$ cat src/logic/xbar_pkg.sv
package xbar_pkg;

  // ============================================================
  // bus sizes
  // ============================================================
  localparam int ADDR_W = 32;
  localparam int DATA_W = 32;
  localparam int BE_W   = 4;
  localparam int N_MSTR = 2;  // cpu data, debug
  localparam int N_MEM  = 2;  // iram, dram

  // ============================================================
  // address map, end addresses exclusive
  // ============================================================
  localparam logic [ADDR_W-1:0] IRAM_BASE = 32'h2004_0000;
  localparam logic [ADDR_W-1:0] IRAM_END  = 32'h200C_0000;
  localparam logic [ADDR_W-1:0] DRAM_BASE = 32'h200F_0000;
  localparam logic [ADDR_W-1:0] DRAM_END  = 32'h2010_0000;

  // target value doubles as memory port index
  typedef enum logic [1:0] {
    TGT_IRAM = 2'd0,
    TGT_DRAM = 2'd1,
    TGT_NONE = 2'd2
  } tgt_e;

  // one-hot over memory ports, top bit for unmapped
  typedef logic [N_MEM:0] tgt_vec_t;

  typedef struct packed {
    logic              req;
    logic [ADDR_W-1:0] addr;
    logic [BE_W-1:0]   be;
    logic              we;
    logic [DATA_W-1:0] wdata;
  } obi_req_t;

  typedef struct packed {
    logic              rvalid;
    logic              err;
    logic [DATA_W-1:0] rdata;
  } obi_rsp_t;

  typedef struct packed {
    logic              en;
    logic [ADDR_W-1:0] addr;
    logic [BE_W-1:0]   be;
    logic              we;
    logic [DATA_W-1:0] wdata;
  } mem_req_t;

  typedef struct packed {
    logic              ready;
    logic              error;
    logic [DATA_W-1:0] rdata;
  } mem_rsp_t;

endpackage
$ cat src/logic/xbar_top.sv
module xbar_top import xbar_pkg::*; (
  input  logic     clk_i,
  input  logic     rstn_i,

  // cpu data port, master 0
  input  obi_req_t data_req_i,
  output logic     data_gnt_o,
  output obi_rsp_t data_rsp_o,

  // debug port, master 1
  input  obi_req_t dbg_req_i,
  output logic     dbg_gnt_o,
  output obi_rsp_t dbg_rsp_o,

  output mem_req_t iram_req_o,
  input  mem_rsp_t iram_rsp_i,

  output mem_req_t dram_req_o,
  input  mem_rsp_t dram_rsp_i
);

  // per master
  obi_req_t [N_MSTR-1:0]            mreq;
  logic     [N_MSTR-1:0]            mgnt;
  obi_rsp_t [N_MSTR-1:0]            mrsp;
  logic     [N_MSTR-1:0][N_MEM-1:0] tgt_req;
  logic     [N_MSTR-1:0][N_MEM-1:0] mem_gnt;
  tgt_vec_t [N_MSTR-1:0]            pending;
  tgt_vec_t [N_MSTR-1:0]            gnt_tgt;

  // per memory
  logic     [N_MEM-1:0][N_MSTR-1:0] port_req;
  logic     [N_MEM-1:0][N_MSTR-1:0] port_gnt;
  obi_rsp_t [N_MEM-1:0]             port_rsp;
  mem_req_t [N_MEM-1:0]             mem_req;
  mem_rsp_t [N_MEM-1:0]             mem_rsp;

  assign mreq[0]    = data_req_i;
  assign mreq[1]    = dbg_req_i;
  assign data_gnt_o = mgnt[0];
  assign dbg_gnt_o  = mgnt[1];
  assign data_rsp_o = mrsp[0];
  assign dbg_rsp_o  = mrsp[1];

  assign iram_req_o        = mem_req[TGT_IRAM];
  assign dram_req_o        = mem_req[TGT_DRAM];
  assign mem_rsp[TGT_IRAM] = iram_rsp_i;
  assign mem_rsp[TGT_DRAM] = dram_rsp_i;

  // ============================================================
  // master side
  // ============================================================
  for (genvar m = 0; m < N_MSTR; m++) begin : g_mstr
    xbar_addr_decode u_dec (
      .clk_i       (clk_i),
      .rstn_i      (rstn_i),
      .mreq_i      (mreq[m]),
      .pending_i   (pending[m]),
      .rsp_valid_i (mrsp[m].rvalid),
      .mem_gnt_i   (mem_gnt[m]),
      .tgt_req_o   (tgt_req[m]),
      .gnt_o       (mgnt[m]),
      .gnt_tgt_o   (gnt_tgt[m])
    );

    xbar_resp_route u_route (
      .clk_i     (clk_i),
      .rstn_i    (rstn_i),
      .gnt_i     (mgnt[m]),
      .gnt_tgt_i (gnt_tgt[m]),
      .mem_rsp_i (port_rsp),
      .pending_o (pending[m]),
      .rsp_o     (mrsp[m])
    );

    // request bits regrouped per memory, grants back per master
    for (genvar s = 0; s < N_MEM; s++) begin : g_xpose
      assign port_req[s][m] = tgt_req[m][s];
      assign mem_gnt[m][s]  = port_gnt[s][m];
    end
  end

  // ============================================================
  // memory side
  // ============================================================
  for (genvar s = 0; s < N_MEM; s++) begin : g_mem
    xbar_mem_port u_port (
      .clk_i     (clk_i),
      .rstn_i    (rstn_i),
      .mreq_i    (mreq),
      .req_i     (port_req[s]),
      .gnt_o     (port_gnt[s]),
      .mem_req_o (mem_req[s]),
      .mem_rsp_i (mem_rsp[s]),
      .rsp_o     (port_rsp[s])
    );
  end

endmodule

$ cat src/logic/xbar_resp_route.sv
module xbar_resp_route import xbar_pkg::*; (
  input  logic                 clk_i,
  input  logic                 rstn_i,
  input  logic                 gnt_i,
  input  tgt_vec_t             gnt_tgt_i,
  input  obi_rsp_t [N_MEM-1:0] mem_rsp_i,
  output tgt_vec_t             pending_o,
  output obi_rsp_t             rsp_o
);

  tgt_vec_t pend_q;

  // ============================================================
  // pending target
  // ============================================================
  // a new grant replaces the old entry in the same edge
  always_ff @(posedge clk_i or negedge rstn_i) begin
    if (!rstn_i) begin
      pend_q <= '0;
    end else if (gnt_i) begin
      pend_q <= gnt_tgt_i;
    end else if (rsp_o.rvalid) begin
      pend_q <= '0;
    end
  end

  assign pending_o = pend_q;

  // ============================================================
  // response select
  // ============================================================
  always_comb begin
    rsp_o = '0;
    for (int i = 0; i < N_MEM; i++) begin
      if (pend_q[i]) rsp_o = mem_rsp_i[i];
    end

    // unmapped access answers with an error and no data
    if (pend_q[TGT_NONE]) begin
      rsp_o.rvalid = 1'b1;
      rsp_o.err    = 1'b1;
      rsp_o.rdata  = '0;
    end
  end

endmodule

$ cat src/logic/xbar_mem_port.sv
module xbar_mem_port import xbar_pkg::*; (
  input  logic                  clk_i,
  input  logic                  rstn_i,
  input  obi_req_t [N_MSTR-1:0] mreq_i,
  input  logic     [N_MSTR-1:0] req_i,
  output logic     [N_MSTR-1:0] gnt_o,
  output mem_req_t              mem_req_o,
  input  mem_rsp_t              mem_rsp_i,
  output obi_rsp_t              rsp_o
);

  logic [N_MSTR-1:0] sel;
  logic              gnt_any;
  logic              rvalid_q;

  xbar_rr_arbiter u_arb (
    .clk_i  (clk_i),
    .rstn_i (rstn_i),
    .req_i  (req_i),
    .gnt_i  (gnt_any),
    .sel_o  (sel)
  );

  // no grant while the memory stalls
  assign gnt_o   = sel & {N_MSTR{mem_rsp_i.ready}};
  assign gnt_any = |gnt_o;

  // ============================================================
  // request mux
  // ============================================================
  always_comb begin
    mem_req_o    = '0;
    mem_req_o.en = gnt_any;
    for (int i = 0; i < N_MSTR; i++) begin
      if (gnt_o[i]) begin
        mem_req_o.addr  = mreq_i[i].addr;
        mem_req_o.be    = mreq_i[i].be;
        mem_req_o.we    = mreq_i[i].we;
        mem_req_o.wdata = mreq_i[i].wdata;
      end
    end
  end

  // ============================================================
  // response
  // ============================================================
  always_ff @(posedge clk_i or negedge rstn_i) begin
    if (!rstn_i) begin
      rvalid_q <= 1'b0;
    end else begin
      rvalid_q <= gnt_any;
    end
  end

  // memory returns data the cycle after it accepts
  assign rsp_o.rvalid = rvalid_q;
  assign rsp_o.err    = mem_rsp_i.error;
  assign rsp_o.rdata  = mem_rsp_i.rdata;

endmodule

$ cat src/logic/xbar_rr_arbiter.sv
module xbar_rr_arbiter import xbar_pkg::*; (
  input  logic              clk_i,
  input  logic              rstn_i,
  input  logic [N_MSTR-1:0] req_i,
  input  logic              gnt_i,   // transfer taken this cycle
  output logic [N_MSTR-1:0] sel_o
);

  logic [N_MSTR-1:0] last_q;   // one-hot, last granted master
  logic [N_MSTR-1:0] mask_hi;
  logic [N_MSTR-1:0] req_hi;
  logic [N_MSTR-1:0] pick;

  // ============================================================
  // choice
  // ============================================================
  always_comb begin
    // masters strictly above the last winner
    mask_hi[0] = 1'b0;
    for (int i = 1; i < N_MSTR; i++) begin
      mask_hi[i] = mask_hi[i-1] | last_q[i-1];
    end

    req_hi = req_i & mask_hi;
    pick   = (|req_hi) ? req_hi : req_i;  // wrap around

    sel_o = pick & (~pick + 1'b1);  // keep lowest bit
  end

  // ============================================================
  // pointer
  // ============================================================
  // last winner starts at the top so master 0 goes first
  always_ff @(posedge clk_i or negedge rstn_i) begin
    if (!rstn_i) begin
      last_q <= {1'b1, {(N_MSTR-1){1'b0}}};
    end else if (gnt_i) begin
      last_q <= sel_o;
    end
  end

endmodule

$ cat src/logic/xbar_addr_decode.sv
module xbar_addr_decode import xbar_pkg::*; (
  input  logic             clk_i,
  input  logic             rstn_i,
  input  obi_req_t         mreq_i,
  input  tgt_vec_t         pending_i,
  input  logic             rsp_valid_i,
  input  logic [N_MEM-1:0] mem_gnt_i,
  output logic [N_MEM-1:0] tgt_req_o,
  output logic             gnt_o,
  output tgt_vec_t         gnt_tgt_o
);

  tgt_e     dec_tgt;
  tgt_e     tgt_sel;
  tgt_e     lock_tgt_q;
  logic     lock_q;
  logic     allow;
  tgt_vec_t dec_vec;
  tgt_vec_t fwd_vec;

  // window compare
  always_comb begin
    if (mreq_i.addr >= IRAM_BASE && mreq_i.addr < IRAM_END) begin
      dec_tgt = TGT_IRAM;
    end else if (mreq_i.addr >= DRAM_BASE && mreq_i.addr < DRAM_END) begin
      dec_tgt = TGT_DRAM;
    end else begin
      dec_tgt = TGT_NONE;
    end
  end

  // a waiting request keeps the target it started with
  assign tgt_sel = lock_q ? lock_tgt_q : dec_tgt;

  always_comb begin
    dec_vec = '0;
    if (mreq_i.req) dec_vec[tgt_sel] = 1'b1;
  end

  // switching targets waits for the previous response
  assign allow   = (pending_i == '0) || (pending_i == dec_vec) || rsp_valid_i;
  assign fwd_vec = allow ? dec_vec : '0;

  assign tgt_req_o = fwd_vec[N_MEM-1:0];
  assign gnt_o     = |(mem_gnt_i & tgt_req_o) | fwd_vec[TGT_NONE];  // unmapped grants itself
  assign gnt_tgt_o = gnt_o ? fwd_vec : '0;

  always_ff @(posedge clk_i or negedge rstn_i) begin
    if (!rstn_i) begin
      lock_q <= 1'b0;
    end else begin
      lock_q <= mreq_i.req & ~gnt_o;
    end
  end

  always_ff @(posedge clk_i) begin
    lock_tgt_q <= tgt_sel;
  end

endmodule

$ cat config.mk
export PLATFORM = sky130hd
export DESIGN_NAME = xbar_top
export DESIGN_NICKNAME = d
export VERILOG_FILES = /design/src/logic/xbar_pkg.sv /design/src/logic/xbar_top.sv /design/src/logic/xbar_resp_route.sv /design/src/logic/xbar_mem_port.sv /design/src/logic/xbar_rr_arbiter.sv /design/src/logic/xbar_addr_decode.sv
export SDC_FILE = /design/constraint.sdc
export NUM_CORES = 1
export LEC_CHECK = 0
export ABC_AREA = 1
export BUFFER_PORTS_ARGS = -buffer_cell sky130_fd_sc_hd__buf_2
export CAP_MARGIN = 20
export CORE_AREA = 2 2 165 167
export CTS_CLUSTER_DIAMETER = 50
export DETAILED_ROUTE_END_ITERATION = 10
export DIE_AREA = 0 0 167 169
export MAX_ROUTING_LAYER = met4
export PLACE_DENSITY = 0.42
export REMOVE_ABC_BUFFERS = 1
export SETUP_SLACK_MARGIN = 0.5
export SLEW_MARGIN = 5
export SYNTH_ARGS = -nofsm -noshare
export SYNTH_HDL_FRONTEND = slang
export SYNTH_SLANG_ARGS = --single-unit
$ cat constraint.sdc
create_clock -name clk_i -period 7.4 [get_ports clk_i]
set_clock_uncertainty 0.05 [all_clocks]
set_input_delay 1.11 -clock clk_i [delete_from_list [all_inputs] [get_ports clk_i]]
set_output_delay 1.11 -clock clk_i [all_outputs]
set_load 0.01 [all_outputs]
==> flow_summary.ini <==
[placement]
dp_hpwl_um = 20600
numPortBuffers = 419
gp_congestion = 0.925

[die]
dieHeight_um = 169
start_util = 0.170
coreArea_um2 = 26500
io_pins = 420
die_w_um = 167
die_area_um2 = 28200
fp-row-count = 60

[power]
combinationalPowerShare = 0.568
power.share.clock = 0.236
ir_drop_v = 0.0000840
swShare = 0.436
power.internal_mw = 0.287
leakage_nw = 4.09
powerDensity_nw_per_um2 = 74.0
p_sw_mw = 0.222
seqPwrFrac = 0.196

[layout]
syn2layout_area_growth_pct = 52.5
final_cell_mix = buf_2, inv_1, nand2_1, o22ai_2, a21oi_1
nets = 1289
layout-drive-gt1-share = 0.544
fillers = 3079
final_common_cell = buf_2

[flow_run]
max_cap_violations = 0

[clock_network]
ctsRootBufferMaster = clkbuf_16
postCtsSetupBuffers = 0
postCtsHoldBufs = 0
clkSlewWorstSetupHoldPaths_ps = 50
cts_tree = done
clock_path_buffers = 2
cts-resized-gates = 0
htree_levels = 1
cts_buffers = 3
clk_latency_ps = 250
cts_sinks = 16

[grt]
grt_pass1_vias = 6298
grt_max_degree = 54
grt_pass1_wl_um = 37000
grt_overflow = 0
antenna_found_initial = 2
grtUsageTotal = 0.172

[routing]
routed_via_density = 4.46
firstDrtPassIters = 5
drtIter0Drc = 302
wl_per_cell_um = 17.9
ant_nets = 0
drc = 0
wl_um = 25400
via_count = 6336

[yosys]
ys_seq_area_frac = 0.0843
synth_area_leaders = o22ai_2, inv_1, nand2_1
synth_area_um2 = 4510
synth_seq_cells = 16
synth_area_leader_cell = o22ai_2
syn_avg_cell_area_um2 = 6.42
post_synth_num_cell_types = 29
synth_top_area_frac = 0.333
yosys_warnings = 0
synthCells = 703

[worst_setup_path]
worstPathRequired_ps = 6240
endpoint_kind = primary output
rr_startpoint = g_mstr[0].u_route.pending_o[2]
start_kind = primary input
worstSetupPathType = in -> out
worstPathMaxFanout = 48
startpoint = data_req_i[57]
cp.arrival_ps = 4320

[sta]
finalSetupTns_ps = 0
finalSetupViolations = 0
tightest_slew_ps = 1020
min_period_ps = 5480
worst_hold_slack_ps = 467
drv_slew = 0
fin_crit_sh = 0.741
rsz0062_at_grt = false
slew_headroom = 0.316
hold_viol = 0
fmax_mhz = 182

[min_path]
hold_path_class = reg -> reg
hp-start = g_mstr[1].u_dec.lock_tgt_q[0]

[status]
status = complete, no violations
[metrics by stage]
stage | setup WS (ps) | utilization | power, mW | instances | instance area [um2]
finish | 1920 | 0.260 | 0.509 | 1421 | 6880
global route | 1600 | 0.260 | 0.546 | 1420 | 6880
CTS | 1890 | 0.260 | 0.515 | 1419 | 6880
detailed placement | 1900 | 0.256 | 0.394 | 1415 | 6790
global placement | 1870 | 0.255 | 0.394 | 1414 | 6760
floorplan | 1570 | - | 0.248 | 645 | 4150
[logic make-up (layout without fill, tap and decap cells)]
kind of cell | count (synthesis) | count (layout) | synth area share
AOI/OAI and AO/OA | 242 | 242 | 0.478
and+or+nand+nor | 224 | 224 | 0.221
buffers and inverters | 220 | 595 | 0.214
xor gates and xnor gates | 1 | 1 | 0.00194
other | 0 | 2 | 0
DFF | 16 | 16 | 0.0843
[state kept, by name, indices dropped and copies added (netlist names)]
name / count
g_mem.u_port.rvalid_q: 2
g_mem.u_port.u_arb.last_q: 2
g_mstr.u_dec.lock_q: 2
g_mstr.u_dec.lock_tgt_q: 4
g_mstr.u_route.pending_o: 6
[cell type report]
class                      count  area (um2)  area share
multi-input combinational    467        3180       0.462
timing repair buffer         429        2190       0.318
sequential                    16         380      0.0553
tap                          341         427      0.0620
antenna                        2        5.00    0.000727
clock buffer                   4        88.8      0.0129
inverter                     162         608      0.0883
[worst paths after layout]
check | endpoint | slack (ps) | cells past startpoint
min reg2reg | g_mstr[1].u_dec.lock_tgt_q[0] | 470 | 2
max in group asynchronous | g_mstr[1].u_route.pending_o[1] | 6360 | 1
max reg2reg | g_mstr[0].u_route.pending_o[0] | 4160 | 11
min | g_mstr[1].u_dec.lock_tgt_q[0] | 470 | 2
min in group asynchronous | g_mstr[0].u_route.pending_o[2] | 700 | 1
max | iram_req_o[28] | 1920 | 19
[power by group through the flow]
stage | clock, mW | sequential (mW) | combinational, mW
global placement | 0 | 0.102 | 0.292
floorplan | 0 | 0.105 | 0.143
global route | 0.126 | 0.101 | 0.318
finish | 0.120 | 0.0998 | 0.289
detailed placement | 0 | 0.102 | 0.292
CTS | 0.123 | 0.100 | 0.293
[critical path, cell delays in order]
cell	delay (ps)
buf_2	110
nor2_1	190
nand2_1	100
inv_1	60
nand2_1	40
nor2_1	80
nand4_1	140
nand2_2	140
inv_2	50
nand3_1	90
nand2_1	60
nand2_1	100
nand2_2	90
a21oi_2	210
nand2_1	120
nand2_4	610
buf_4	540
o22ai_2	230
buf_2	200
[metal layers]
metal  global-route usage  vias up  wire, um
li1                     -     3078         -
met1                0.190     2967      9950
met2                0.325      266     13300
met3               0.0260       25      1520
met4               0.0375        0       652
met5                    -        -         0
[cells in the mapped netlist, drive strengths merged]
cell    number
a21oi       69
nor2        69
o21ai       33
clkbuf      23
a21o         1
inv        161
nor3         1
dfxtp        4
clkinv       1
nand2      128
o22ai      138
a22oi        1
buf         35
nand4        7
dfrtp       12
nand3       19
xor2         1
(Power assumes the default switching activity.)
